## src/rtl/audio_pkg.sv

```systemverilog
// Rates assume one shared system clock; credit_depth and 2*i2s_word_bits must be powers of two

package audio_pkg;

    //------------------------------
    // SPI side, PMOD MIC3
    //------------------------------

    localparam int spi_half_period  = 4;    // Clocks per sck half period
    localparam int spi_frame_bits   = 16;
    localparam int spi_gap_cycles   = 160;  // cs high between frames, 288 cycles per sample

    //------------------------------
    // I2S side
    //------------------------------

    localparam int bclk_half_period = 4;
    localparam int i2s_word_bits    = 16;   // 256 clocks per stereo frame

    //------------------------------
    // Datapath
    //------------------------------

    localparam int credit_depth     = 4;    // Buffer entries and initial credits
    localparam int base_shift       = 4;    // 12-bit ADC onto 16-bit audio
    localparam int gain_bits        = 2;

    // Frame as shifted in, or split into its fields
    typedef union packed {
        logic [15:0] raw;
        struct packed {
            logic [3:0]  lead_zeros;        // Must read as zero on a good frame
            logic [11:0] adc_sample;        // Unsigned, mid-scale at 2048
        } fields;
    } mic_frame_u;

    typedef logic signed [15:0] audio_sample_t;

endpackage

```

## src/rtl/sample_if.sv

```systemverilog
// Credit link with no back-pressure after decode; the decoder must honor the credit count
`timescale 1ns/1ns

interface sample_if;

    logic                      dec_valid;
    logic [11:0]               dec_sample;     // Raw ADC code
    logic                      out_valid;
    audio_pkg::audio_sample_t  out_word;
    logic                      credit_return;  // One pulse per buffer pop

    modport decode (
        output dec_valid,
        output dec_sample,
        input  credit_return
    );

    modport execute (
        input  dec_valid,
        input  dec_sample,
        output out_valid,
        output out_word
    );

    modport result (
        input  out_valid,
        input  out_word,
        output credit_return
    );

endinterface

```

## src/rtl/mic3_spi_receiver.sv

```systemverilog
// SPI master for one ADC only; sdo must be stable at each rising sck, frames are not checked here
`timescale 1ns/1ns

module mic3_spi_receiver (
    input  logic                   clk,
    input  logic                   rst_n,
    input  logic                   sdo,
    output logic                   cs,
    output logic                   sck,
    output logic                   frame_valid,
    output audio_pkg::mic_frame_u  frame
);

    logic                                               in_xfer;
    logic [$clog2(audio_pkg::spi_gap_cycles)-1:0]       gap_cnt;
    logic [$clog2(audio_pkg::spi_half_period)-1:0]      half_cnt;
    logic [$clog2(audio_pkg::spi_frame_bits)-1:0]       bit_cnt;
    logic [audio_pkg::spi_frame_bits-1:0]               shift_q;
    logic                                               half_done;
    logic                                               sck_rise;

    assign half_done = in_xfer && (half_cnt == audio_pkg::spi_half_period - 1);
    assign sck_rise  = half_done && !sck;

    //------------------------------
    // Gap and transfer sequencing
    //------------------------------

    always_ff @(posedge clk) begin
        if (!rst_n) begin
            in_xfer     <= 1'b0;
            gap_cnt     <= '0;
            half_cnt    <= '0;
            bit_cnt     <= '0;
            sck         <= 1'b0;
            frame_valid <= 1'b0;
        end else begin
            frame_valid <= 1'b0;
            if (!in_xfer) begin
                if (gap_cnt == audio_pkg::spi_gap_cycles - 1) begin
                    gap_cnt <= '0;
                    in_xfer <= 1'b1;                       // cs falls next
                end else begin
                    gap_cnt <= gap_cnt + 1'b1;
                end
            end else if (half_done) begin
                half_cnt <= '0;
                sck      <= !sck;
                if (!sck) begin
                    // Last bit lands in shift_q on this same edge
                    frame_valid <= (bit_cnt == audio_pkg::spi_frame_bits - 1);
                end else if (bit_cnt == audio_pkg::spi_frame_bits - 1) begin
                    bit_cnt <= '0;
                    in_xfer <= 1'b0;                       // sck low and cs high together
                end else begin
                    bit_cnt <= bit_cnt + 1'b1;
                end
            end else begin
                half_cnt <= half_cnt + 1'b1;
            end
        end
    end

    // MSB first
    always_ff @(posedge clk) begin
        if (sck_rise) begin
            shift_q <= {shift_q[audio_pkg::spi_frame_bits-2:0], sdo};
        end
    end

    assign cs        = !in_xfer;
    assign frame.raw = shift_q;

endmodule

```

## src/rtl/mic_frame_decoder.sv

```systemverilog
// Good frames arriving without credit are dropped, not held; both error flags clear only on reset
`timescale 1ns/1ns

module mic_frame_decoder (
    input  logic                   clk,
    input  logic                   rst_n,
    input  logic                   frame_valid,
    input  audio_pkg::mic_frame_u  frame,
    sample_if.decode               link,
    output logic                   frame_error,
    output logic                   overrun
);

    logic [$clog2(audio_pkg::credit_depth+1)-1:0]  credits;
    logic                                          frame_good;
    logic                                          send;

    assign frame_good = (frame.fields.lead_zeros == 4'd0);
    assign send       = frame_valid && frame_good && (credits != '0);

    //------------------------------
    // Credits and status
    //------------------------------

    always_ff @(posedge clk) begin
        if (!rst_n) begin
            credits        <= $bits(credits)'(audio_pkg::credit_depth);
            link.dec_valid <= 1'b0;
            frame_error    <= 1'b0;
            overrun        <= 1'b0;
        end else begin
            link.dec_valid <= send;

            // Spend and return may meet in one cycle
            case ({send, link.credit_return})
                2'b10:   credits <= credits - 1'b1;
                2'b01:   credits <= credits + 1'b1;
                default: credits <= credits;
            endcase

            if (frame_valid && !frame_good) begin
                frame_error <= 1'b1;                       // Sticky
            end
            if (frame_valid && frame_good && (credits == '0)) begin
                overrun <= 1'b1;                           // Sample lost
            end
        end
    end

    always_ff @(posedge clk) begin
        if (send) begin
            link.dec_sample <= frame.fields.adc_sample;
        end
    end

endmodule

```

## src/rtl/gain_stage.sv

```systemverilog
// Gain is read with each sample, so a key change takes effect on the next sample only
`timescale 1ns/1ns

module gain_stage (
    input  logic                             clk,
    input  logic                             rst_n,
    input  logic [audio_pkg::gain_bits-1:0]  gain,
    sample_if.execute                        link
);

    logic signed [12:0]        centered;
    logic signed [19:0]        scaled;     // Worst case shift is 7
    audio_pkg::audio_sample_t  clamped;

    //------------------------------
    // Offset, scale, saturate
    //------------------------------

    // Mid-scale of the 12-bit ADC becomes zero
    assign centered = $signed({1'b0, link.dec_sample}) - 13'sd2048;

    assign scaled = {{7{centered[12]}}, centered} << (audio_pkg::base_shift + gain);

    always_comb begin
        if (scaled[19:15] == {5{scaled[15]}}) begin
            clamped = scaled[15:0];                        // Fits in 16 bits
        end else if (scaled[19]) begin
            clamped = 16'sh8000;
        end else begin
            clamped = 16'sh7fff;
        end
    end

    //------------------------------
    // Output register
    //------------------------------

    always_ff @(posedge clk) begin
        if (!rst_n) begin
            link.out_valid <= 1'b0;
        end else begin
            link.out_valid <= link.dec_valid;
        end
    end

    always_ff @(posedge clk) begin
        if (link.dec_valid) begin
            link.out_word <= clamped;
        end
    end

endmodule

```

## src/rtl/i2s_transmitter.sv

```systemverilog
// Buffer relies on upstream credits and never checks for full; bclk_half_period must be at least 2
`timescale 1ns/1ns

module i2s_transmitter (
    input  logic        clk,
    input  logic        rst_n,
    sample_if.result    link,
    output logic        bclk,
    output logic        lrclk,
    output logic        sdata
);

    audio_pkg::audio_sample_t                        mem [audio_pkg::credit_depth];
    logic [$clog2(audio_pkg::credit_depth)-1:0]      wr_ptr;
    logic [$clog2(audio_pkg::credit_depth)-1:0]      rd_ptr;
    logic [$clog2(audio_pkg::credit_depth+1)-1:0]    count;
    logic [$clog2(audio_pkg::bclk_half_period)-1:0]  half_cnt;
    logic [$clog2(2*audio_pkg::i2s_word_bits)-1:0]   slot;
    logic [$clog2(2*audio_pkg::i2s_word_bits)-1:0]   slot_next;
    audio_pkg::audio_sample_t                        cur_word;
    audio_pkg::audio_sample_t                        shift_q;
    audio_pkg::audio_sample_t                        head;
    logic                                            fall;
    logic                                            pre_fall;
    logic                                            left_load;
    logic                                            right_load;
    logic                                            pop;

    assign fall       = bclk && (half_cnt == audio_pkg::bclk_half_period - 1);
    assign pre_fall   = bclk && (half_cnt == audio_pkg::bclk_half_period - 2);
    assign slot_next  = slot + 1'b1;
    assign left_load  = pre_fall && (slot == '0);      // Just before left MSB goes out
    assign right_load = pre_fall && (slot == audio_pkg::i2s_word_bits);
    assign pop        = left_load && (count != '0);
    assign head       = pop ? mem[rd_ptr] : '0;        // Zero fill on underrun

    //------------------------------
    // Bit clock, word select, data
    //------------------------------

    always_ff @(posedge clk) begin
        if (!rst_n) begin
            half_cnt      <= '0;
            bclk          <= 1'b0;
            slot          <= '0;
            lrclk         <= 1'b0;
            sdata         <= 1'b0;
            link.credit_return <= 1'b0;
        end else begin
            link.credit_return <= pop;
            if (half_cnt == audio_pkg::bclk_half_period - 1) begin
                half_cnt <= '0;
                bclk     <= !bclk;
            end else begin
                half_cnt <= half_cnt + 1'b1;
            end
            if (fall) begin
                slot  <= slot_next;
                lrclk <= (slot_next >= audio_pkg::i2s_word_bits);  // High for right word
                sdata <= shift_q[15];                              // Lags lrclk by one bit
            end
        end
    end

    //------------------------------
    // Sample buffer
    //------------------------------

    always_ff @(posedge clk) begin
        if (!rst_n) begin
            wr_ptr <= '0;
            rd_ptr <= '0;
            count  <= '0;
        end else begin
            if (link.out_valid) begin
                wr_ptr <= wr_ptr + 1'b1;
            end
            if (pop) begin
                rd_ptr <= rd_ptr + 1'b1;
            end
            case ({link.out_valid, pop})
                2'b10:   count <= count + 1'b1;
                2'b01:   count <= count - 1'b1;
                default: count <= count;
            endcase
        end
    end

    always_ff @(posedge clk) begin
        if (link.out_valid) begin
            mem[wr_ptr] <= link.out_word;
        end
        if (left_load) begin
            cur_word <= head;
            shift_q  <= head;
        end else if (right_load) begin
            shift_q <= cur_word;                          // Same word on both channels
        end else if (fall) begin
            shift_q <= shift_q << 1;
        end
    end

endmodule

```

## src/rtl/audio_loop_top.sv

```systemverilog
// Core only; board pin inversion, MCLK and other board outputs live in the wrapper
`timescale 1ns/1ns

module audio_loop_top (
    input  logic                             clk,
    input  logic                             rst_n,
    input  logic [audio_pkg::gain_bits-1:0]  gain,
    input  logic                             mic_sdo,
    output logic                             mic_cs,
    output logic                             mic_sck,
    output logic                             i2s_bclk,
    output logic                             i2s_lrclk,
    output logic                             i2s_sdata,
    output logic                             frame_error,
    output logic                             overrun
);

    logic                   frame_valid;
    audio_pkg::mic_frame_u  mic_frame;

    sample_if link ();

    //------------------------------

    mic3_spi_receiver i_spi_receiver (
        .clk         ( clk         ),
        .rst_n       ( rst_n       ),
        .sdo         ( mic_sdo     ),
        .cs          ( mic_cs      ),
        .sck         ( mic_sck     ),
        .frame_valid ( frame_valid ),
        .frame       ( mic_frame   )
    );

    mic_frame_decoder i_decoder (
        .clk         ( clk         ),
        .rst_n       ( rst_n       ),
        .frame_valid ( frame_valid ),
        .frame       ( mic_frame   ),
        .link        ( link        ),
        .frame_error ( frame_error ),
        .overrun     ( overrun     )
    );

    gain_stage i_gain (
        .clk   ( clk   ),
        .rst_n ( rst_n ),
        .gain  ( gain  ),
        .link  ( link  )
    );

    i2s_transmitter i_i2s (
        .clk   ( clk       ),
        .rst_n ( rst_n     ),
        .link  ( link      ),
        .bclk  ( i2s_bclk  ),
        .lrclk ( i2s_lrclk ),
        .sdata ( i2s_sdata )   // To DAC, no MCLK needed
    );

endmodule

```

## config.mk

```make
export PLATFORM = sky130hd
export DESIGN_NAME = audio_loop_top
export DESIGN_NICKNAME = d
export VERILOG_FILES = /design/src/rtl/audio_pkg.sv /design/src/rtl/sample_if.sv /design/src/rtl/mic3_spi_receiver.sv /design/src/rtl/mic_frame_decoder.sv /design/src/rtl/gain_stage.sv /design/src/rtl/i2s_transmitter.sv /design/src/rtl/audio_loop_top.sv
export SDC_FILE = /design/constraint.sdc
export NUM_CORES = 1
export LEC_CHECK = 0
export ABC_AREA = 1
export ABC_CLOCK_PERIOD_IN_PS = 3500
export BUFFER_PORTS_ARGS = -buffer_cell sky130_fd_sc_hd__buf_4
export CELL_PAD_IN_SITES_DETAIL_PLACEMENT = 0
export CELL_PAD_IN_SITES_GLOBAL_PLACEMENT = 1
export CORE_UTILIZATION = 50
export CTS_CLUSTER_SIZE = 25
export DETAILED_ROUTE_END_ITERATION = 12
export PLACE_DENSITY_LB_ADDON = 0.2
export SLEW_MARGIN = 15
export SYNTH_ARGS = -nofsm -noshare
export SYNTH_HDL_FRONTEND = slang
export SYNTH_SLANG_ARGS = --single-unit
```

## constraint.sdc

```tcl
create_clock -name clk -period 3.5 [get_ports clk]
set_input_delay 0 -clock clk [delete_from_list [all_inputs] [get_ports clk]]
set_output_delay 0 -clock clk [all_outputs]
set_load 0.005 [all_outputs]
```

==> flow_summary.json, run 1 <==
{
  "wire_per_inst_um": 13.3,
  "fmax_ghz": 0.378,
  "ant_nets": 0,
  "period_share_pct": 75.5,
  "clock-skew-final_ps": 12.1,
  "layout_commonest_cell": "nand2_1",
  "grt_overflow": 0,
  "fin_nets": 683,
  "min_path_type": "primary input to flip-flop",
  "synthMuxAreaShare_pct": 0,
  "synthAdderAreaFrac_pct": 2.98,
  "ys_seq_area_share_pct": 66.5,
  "power.internal_uw": 3230,
  "dr_total_vias": 4324,
  "wl_um": 11300,
  "synthArstFlopShare_pct": 0,
  "synth_area_leader_cell": "edfxtp_1",
  "power.switching_uw": 768,
  "tightest_slew_ps": 861,
  "coreArea_um2": 13200,
  "end_kind": "flip-flop",
  "vias_per_cell": 5.08,
  "p_seq_share_pct": 52.5,
  "io_buffers": 11,
  "slew_headroom_pct": 42.5,
  "worstSetupPathType": "flip-flop to flip-flop",
  "required_ps": 3800,
  "nFillCells": 1115,
  "die-area_um2": 14100,
  "grt_max_degree": 28,
  "clockRootBuffer": "clkbuf_16",
  "synthXorXnorAreaFrac_pct": 0.515,
  "final_cells": 851,
  "drt-pass1-iter-count": 4,
  "num_rows": 42,
  "grt_pass1_vias": 4041,
  "setup_tns_ps": 0,
  "cts-resized-gates": 0,
  "grt_usage_pct": 17.4,
  "cp-start-kind": "flip-flop",
  "ff_latch_area_um2": 4520,
  "insertion_delay_ps": 420,
  "critPathMaxFanout": 16,
  "drc": 0,
  "die_h_um": 119,
  "cts_made_buffers": 17,
  "p_comb_share_pct": 1.9,
  "switching_share_pct": 19.2,
  "finalCoreUtilization_pct": 57.6,
  "synth_top_area_share_pct": 53.8,
  "place_inst": 818,
  "hold_viol": 0,
  "synth_enable_flop_cells": 122,
  "dp_hpwl_um": 7340,
  "drive_gt1_share_pct": 7.56,
  "vdd_drop_max_uv": 428,
  "syn2layout_area_growth_pct": 12.1,
  "synth_area_leaders": "edfxtp_1, dfxtp_1, nand2_1, o21ai_0, nor2_1",
  "insertedDiodeCount": 0,
  "tritoncts": "yes",
  "initial_utilization_pct": 51.4,
  "cts_sinks": 165,
  "cts_htree_levels": 4,
  "layout_common_cells": "nand2_1, edfxtp_1, nor2_1",
  "p_clk_share_pct": 45.6,
  "syn_nets": 666,
  "ys_types": 28,
  "antenna_found_initial": 0,
  "syn_area_per_cell_um2": 10.5,
  "drt_iter0_markers": 239,
  "grt_pass1_wl_um": 18900,
  "synthSimpleGateAreaFrac_pct": 17.8,
  "cellPowerDensity_nw_per_um2": 524,
  "critical_path_arrival_ps": 2950,
  "ys.flop_type": "edfxtp_1",
  "routabilityCongestion": 0.784,
  "syn_inst": 646,
  "clkTransAtPathRegs_ps": 60,
  "ys_warn_count": 0,
  "synth_area_um2": 6800,
  "synth-compound-area-share_pct": 7.02,
  "io_pins": 12,
  "status": "finished clean",
  "die_w_um": 119,
  "synth-seq-cells": 165,
  "multiInputGateArea_um2": 1930,
  "synth_top_family_by_area": "simple AND/OR/NAND/NOR gates",
  "drv_cap": 0,
  "rsz0062_at_grt": "false",
  "drv_slew": 0,
  "setup_violations": 0,
  "p_leak_uw": 0.00295,
  "clk_path_buf_depth": 2,
  "period_minus_slack_ps": 2640
}
==> synthesized netlist by cell type, types with 3 or more instances <==
cell      instances
inv_1            58
nand4_1          15
edfxtp_1        122
clkbuf_1         10
nor2_1           70
o21ai_1           3
nand3_1          41
nor3_1           11
a21oi_1          25
buf_2             7
nand2_1         139
nand3_2           3
ha_1             13
xor2_1            4
buf_6             4
o21ai_0          63
dfxtp_1          43
==> final cells by class <==
class                   count  share of cell area (%)
inverters                  62                    3.05
flip-flops and latches    165                    59.3
clock inverters            10                    1.74
multi-input cells         398                    25.3
well taps                 176                    2.89
repair buffers             19                    1.94
clock buffers              21                    5.77
==> kinds of logic after synthesis <==
kind of cell	count (synthesis)
and+or+nand+nor	285
DFF	165
AOI/OAI and AO/OA	94
buffers and inverters	83
adders and majority gates	15
xor gates and xnor gates	4
==> power by group through the flow <==
stage | clock network (uW) | registers, uW | logic [uW]
after global placement | 0 | 2140 | 75.8
after floorplan | 0 | 2130 | 59.7
after detailed placement | 0 | 2140 | 76.8
after CTS | 1850 | 2090 | 78.7
after global routing | 1920 | 2100 | 90.5
final | 1820 | 2100 | 77.8
==> worst max-delay path: stages (launching register included) <==
cell and delay [ps]:
dfxtp_1 320, inv_1 80, ha_1 150, nand3_1 110
nor2_4 90, buf_4 210, nand3_2 160, inv_2 240
ha_1 190, inv_1 70, fa_1 420, a21oi_1 140
o21ai_0 110, o21ai_0 170, a21oi_1 60
==> sequential cells by signal, indices dropped and copies added, names as in the netlist, 2 cells and up, named ones only <==
name	count
i_i2s.cur_word	13
i_i2s.rd_ptr	2
i_i2s.mem	52
i_i2s.count	3
i_gain.link.out_word	13
i_decoder.link.dec_sample	12
i_spi_receiver.half_cnt	2
i_i2s.shift_q	16
i_spi_receiver.gap_cnt	8
i_i2s.wr_ptr	2
i_spi_receiver.frame	16
i_i2s.half_cnt	2
i_i2s.slot	5
i_spi_receiver.bit_cnt	4
i_decoder.credits	3
==> per-layer routing <==
metal,up-vias,GRT usage (%),wire [um]
met5,-,0,0
met4,0,7.59,193
li1,2235,-,-
met1,2021,22.3,5290
met3,19,4.05,314
met2,49,28.3,5520
==> final timing paths <==
path,cells past startpoint,endpoint,start,slack [ps]
setup / recovery,14,i_i2s.count[2],i_i2s.slot[0],860
hold / removal,4,i_gain.link.out_word[5],gain[1],90
hold reg to reg,0,i_spi_receiver.frame[7],i_spi_receiver.frame[6],450
setup reg to reg,14,i_i2s.count[2],i_i2s.slot[0],860
==> timing repair <==
action / in CTS / in global routing
endpoints found under the setup margin: 0 / 0
buffers inserted: 0 / 0
hold buffers: 2 / 0
hold endpoints to repair: 23 / 0
==> per-stage QoR <==
stage	hold slack, ps	setup WS [ps]	total power (uW)	area [um2]
floorplan	98.9	799	2190	6800
global placement	181	962	2210	7030
finish	92.2	856	3990	7630
global route	132	567	4110	7630
detailed placement	179	876	2210	7030
CTS	83.8	853	4020	7630
(Power assumes the default switching activity.)
==> run 2, diff against run 1 <==
--- a/config.mk
+++ b/config.mk
@@ -6,7 +6,7 @@
 export NUM_CORES = 1
 export LEC_CHECK = 0
 export ABC_AREA = 1
-export ABC_CLOCK_PERIOD_IN_PS = 3500
+export ABC_CLOCK_PERIOD_IN_PS = 2450
 export BUFFER_PORTS_ARGS = -buffer_cell sky130_fd_sc_hd__buf_4
 export CELL_PAD_IN_SITES_DETAIL_PLACEMENT = 0
 export CELL_PAD_IN_SITES_GLOBAL_PLACEMENT = 1
==> constraint.sdc (replaced) <==
create_clock -name clk -period 2.45 [get_ports clk]
set_input_delay 0 -clock clk [delete_from_list [all_inputs] [get_ports clk]]
set_output_delay 0 -clock clk [all_outputs]
set_load 0.005 [all_outputs]
==> flow_summary.json, run 2 (synthesis gave the netlist of run 1 again) <==
{
  "cellPowerDensity_nw_per_um2": 728,
  "vias_per_cell": 5.06,
  "drc": 0,
  "status": "finished clean",
  "ant_nets": 0,
  "period_minus_slack_ps": 2250,
  "fmax_ghz": 0.444,
  "grt_overflow": 0,
  "cp_slowest_cell": "fa_1",
  "crit_family": "adder cells",
  "timing.hold.ws_ps": 98.8,
  "wl_um": 11400,
  "rsz0062_at_grt": "false",
  "cts_sinks": 165,
  "largest_register": "i_i2s.mem",
  "tritoncts": "yes",
  "dr_total_vias": 4324,
  "grt_pass1_wl_um": 19200,
  "coreArea_um2": 13200,
  "cts_htree_levels": 4,
  "die-area_um2": 14100,
  "die_w_um": 119,
  "setup_tns_ps": 0,
  "io_pins": 12,
  "slew_headroom_pct": 50.9,
  "syn2layout_area_growth_pct": 12.0,
  "clk_path_buf_depth": 2,
  "cts_made_buffers": 17,
  "critPathMaxStageDelay_ps": 430,
  "critPathMaxFanout": 6,
  "fin_nets": 685,
  "drv_slew": 0,
  "path_cells": "inv_1, ha_1, nand3_1, nor2_4, nand3_2, inv_2, ha_1, inv_1, fa_1, a21oi_1, o21ai_0, o21ai_0, a21oi_1",
  "hold_viol": 0,
  "die_h_um": 119,
  "drv_cap": 0,
  "nFillCells": 1150,
  "clkTransAtPathRegs_ps": 60,
  "layout_commonest_cell": "nand2_1",
  "insertedDiodeCount": 0,
  "drt-pass1-iter-count": 5,
  "worstSetupPathType": "flip-flop to flip-flop",
  "critical_path_arrival_ps": 2570,
  "setup_violations": 0,
  "routabilityCongestion": 0.760,
  "grt_max_degree": 27,
  "period_share_pct": 92.0,
  "multiInputGateArea_um2": 1930,
  "grt_pass1_vias": 4129,
  "vdd_drop_max_uv": 567,
  "drive_gt1_share_pct": 8.85,
  "grt_usage_pct": 17.9,
  "clockRootBuffer": "clkbuf_16",
  "antenna_found_initial": 0,
  "cts-resized-gates": 0,
  "num_rows": 42,
  "initial_utilization_pct": 51.4,
  "p_leak_uw": 0.00295,
  "layout_common_cells": "nand2_1, edfxtp_1, nor2_1",
  "tightest_slew_ps": 736,
  "crit_buf_inv": 3,
  "ff_latch_area_um2": 4520,
  "clock-skew-final_ps": 6.49,
  "end_kind": "flip-flop",
  "dp_hpwl_um": 7610,
  "io_buffers": 11,
  "drt_iter0_markers": 277,
  "insertion_delay_ps": 430,
  "wire_per_inst_um": 13.3,
  "largest_register_ffs": 52,
  "cp-start-kind": "flip-flop",
  "required_ps": 2760,
  "min_path_type": "primary input to flip-flop"
}
-- run 2: cell types whose count changed in the layout (fill, tap and decap cells not counted), sizes merged --
cell	before	now
clkinv	7	6
inv	60	68
bufinv	3	0
clkbuf	21	17
buf	17	19
clkinvlp	2	3
-- run 2: worst register-to-register path, delay by kind of cell, from the launching register on --
| kind | cells | cell delay, ps |
|---|---|---|
| compound gates | 4 | 490 |
| buf+inv | 3 | 250 |
| fa+ha+maj | 3 | 710 |
| simple gates | 3 | 360 |
| flops | 1 | 330 |
-- run 2: worst paths after layout --
check                                         startpoint                             to  slack [ps]  depth (start not counted)
worst max-delay path                       i_i2s.slot[1]                 i_i2s.count[2]         200                         13
worst min-delay path                             gain[1]       i_gain.link.out_word[13]         100                          5
worst max register to register             i_i2s.slot[1]                 i_i2s.count[2]         200                         13
worst min register to register  i_spi_receiver.frame[10]  i_decoder.link.dec_sample[10]         440                          0
-- run 2: area by class of cell --
type,count,area share [%]
multi-input cells,398,25.4
well taps,176,2.89
inverters,62,3.05
clock buffers,17,5.58
clock inverters,15,1.59
repair buffers,21,2.13
flip-flops and latches,165,59.4
-- run 2: routing by layer --
layer | global-route usage (%) | part of all wire [%] | up-vias
met1 | 22.1 | 46 | 2028
li1 | - | - | 2231
met5 | 0 | 0 | -
met4 | 7.36 | 1.3 | 0
met3 | 5.07 | 3.2 | 12
met2 | 29.6 | 50 | 53
-- run 2: report_power, final --
| part | internal (uW) | switching [uW] | total [uW] |
|---|---|---|---|
| Sequential | 2980 | 10.2 | 2990 |
| Clock | 1320 | 1120 | 2440 |
| Combinational | 38.0 | 74.9 | 113 |
-- run 2: through the flow --
| step | worst slack (ps) | area [um2] | total power (uW) | std cells | util (%) |
|---|---|---|---|---|---|
| after floorplan | 146 | 6810 | 3140 | 646 | - |
| after detailed placement | 206 | 7050 | 3160 | 820 | 53.3 |
| after CTS | 194 | 7620 | 5610 | 854 | 57.5 |
| final | 197 | 7620 | 5550 | 854 | 57.5 |
| after global placement | 302 | 7050 | 3160 | 820 | 53.3 |
| after global routing | 5.57 | 7620 | 5730 | 854 | 57.5 |
-- run 2: timing repair --
| item | 4_1_cts | 5_1_grt |
|---|---|---|
| buffers inserted | 0 | 0 |
| hold endpoints to repair | 22 | 0 |
| hold buffers | 2 | 0 |
==> run 3, diff against run 2 <==
--- a/config.mk
+++ b/config.mk
@@ -10,6 +10,7 @@
 export BUFFER_PORTS_ARGS = -buffer_cell sky130_fd_sc_hd__buf_4
 export CELL_PAD_IN_SITES_DETAIL_PLACEMENT = 0
 export CELL_PAD_IN_SITES_GLOBAL_PLACEMENT = 1
+export CORE_MARGIN = 1.5
 export CORE_UTILIZATION = 50
 export CTS_CLUSTER_SIZE = 25
 export DETAILED_ROUTE_END_ITERATION = 12
==> constraint.sdc (replaced) <==
create_clock -name clk -period 2.45 [get_ports clk]
set_input_delay 0.3675 -clock clk [delete_from_list [all_inputs] [get_ports clk]]
set_output_delay 0.3675 -clock clk [all_outputs]
set_load 0.005 [all_outputs]
==> flow_summary.json, run 3 (synthesis gave the netlist of run 1 again) <==
{
  "largest_register_ffs": 52,
  "switching_share_pct": 20.2,
  "cts-resized-gates": 0,
  "grt_max_degree": 27,
  "num_rows": 42,
  "vias_per_cell": 5.02,
  "layout_common_cells": "nand2_1, edfxtp_1, nor2_1",
  "grt_pass1_wl_um": 19100,
  "drv_slew": 0,
  "power.internal_uw": 4530,
  "grt_usage_pct": 17.2,
  "die_h_um": 120,
  "p_total_uw": 5680,
  "period_minus_slack_ps": 2200,
  "die_w_um": 120,
  "cp.depth": 13,
  "rsz0062_at_grt": "false",
  "fin_nets": 684,
  "insertedDiodeCount": 0,
  "period_share_pct": 89.7,
  "crit_buf_inv": 3,
  "cts_htree_levels": 4,
  "setup_tns_ps": 0,
  "io_pins": 12,
  "critical_path_arrival_ps": 2500,
  "critPathMaxStageDelay_ps": 430,
  "clk_path_buf_depth": 2,
  "wl_um": 11300,
  "clockRootBuffer": "clkbuf_16",
  "clkTransAtPathRegs_ps": 60,
  "power.switching_uw": 1150,
  "routabilityCongestion": 0.750,
  "drt_iter0_markers": 255,
  "p_comb_share_pct": 1.9,
  "r2r_cells": 13,
  "drc": 0,
  "syn2layout_area_growth_pct": 12.3,
  "cts_sinks": 165,
  "io_buffers": 11,
  "p_leak_uw": 0.00297,
  "path_cells": "inv_1, ha_1, nand3_1, nor2_4, nand3_2, inv_2, ha_1, inv_1, fa_1, a21oi_1, o21ai_0, o21ai_0, a21oi_1",
  "drt-pass1-iter-count": 5,
  "layout_commonest_cell": "nand2_1",
  "fin_area_um2": 7640,
  "setup_violations": 0,
  "tritoncts": "yes",
  "hold_buffers": 0,
  "vdd_drop_max_uv": 508,
  "cp_slowest_cell": "fa_1",
  "hold_viol": 0,
  "drv_cap": 0,
  "critPathMaxFanout": 6,
  "coreArea_um2": 13200,
  "post-cts-setup-buffers": 0,
  "antenna_found_initial": 0,
  "drive_gt1_share_pct": 8.86,
  "status": "finished clean",
  "dp_hpwl_um": 7280,
  "hold_path_depth": 1,
  "initial_utilization_pct": 51.4,
  "cts_made_buffers": 17,
  "insertion_delay_ps": 410,
  "dr_total_vias": 4286,
  "tightest_slew_ps": 758,
  "grt_overflow": 0,
  "fmax_ghz": 0.455,
  "cp-start-kind": "flip-flop",
  "wire_per_inst_um": 13.2,
  "p_clk_share_pct": 45.4,
  "required_ps": 2750,
  "p_seq_share_pct": 52.7,
  "grt_pass1_vias": 4118,
  "largest_register": "i_i2s.mem",
  "cellPowerDensity_nw_per_um2": 743,
  "clock-skew-final_ps": 8.54,
  "ant_nets": 0,
  "min_path_type": "primary input to flip-flop",
  "end_kind": "flip-flop",
  "worstSetupPathType": "flip-flop to flip-flop",
  "die-area_um2": 14300,
  "dpl-instance-area_um2": 7060,
  "slew_headroom_pct": 49.4,
  "crit_family": "adder cells"
}
==> run 3: cell types whose count changed in the layout (fill, tap and decap cells not counted) <==
cell / before / now
inv_6: 6 / 2
bufinv_16: 0 / 2
clkinv_4: 1 / 3
dlygate4sd3_1: 2 / 0
buf_4: 19 / 20
clkbuf_1: 0 / 1
inv_8: 2 / 1
==> run 3: layout make-up <==
class	instances	area (um2)
Sequential cell	165	4520
Multi-Input combinational cell	398	1930
Tap cell	176	220
Clock inverter	14	153
Inverter	62	233
Fill cell	1127	5600
Clock buffer	18	429
Timing Repair Buffer	20	150
==> run 3: final timing paths <==
kind                                                  to                     start  slack (ps)
worst max-delay path                      i_i2s.count[2]             i_i2s.slot[0]         250
worst min register to register  i_spi_receiver.frame[11]  i_spi_receiver.frame[10]         450
worst max register to register            i_i2s.count[2]             i_i2s.slot[0]         250
worst min-delay path             i_spi_receiver.frame[0]                   mic_sdo         130
==> run 3: power groups by stage <==
stage	registers, uW	clock network [uW]	logic, uW
after floorplan	3050	0	85.2
after global placement	3050	0	110
after detailed placement	3050	0	111
after CTS	2990	2630	111
after global routing	2990	2740	129
final	2990	2580	110
==> run 3: metrics by stage <==
stage / utilization, % / std cells / hold slack [ps] / setup WS [ps]
floorplan: - / 646 / 421 / 146
detailed placement: 53.3 / 821 / 436 / 271
CTS: 57.7 / 853 / 108 / 258
global route: 57.7 / 853 / 105 / 13.0
finish: 57.7 / 853 / 134 / 252
global placement: 53.3 / 821 / 433 / 302
==> run 3: per-layer routing <==
metal  up-vias  part of all wire (%)  GRT usage, %
met5         -                     0             0
met4         0                  0.62          7.14
met3         5                   2.2          3.90
met2        44                    50          28.6
met1      2003                    48          21.9
li1       2234                     -             -
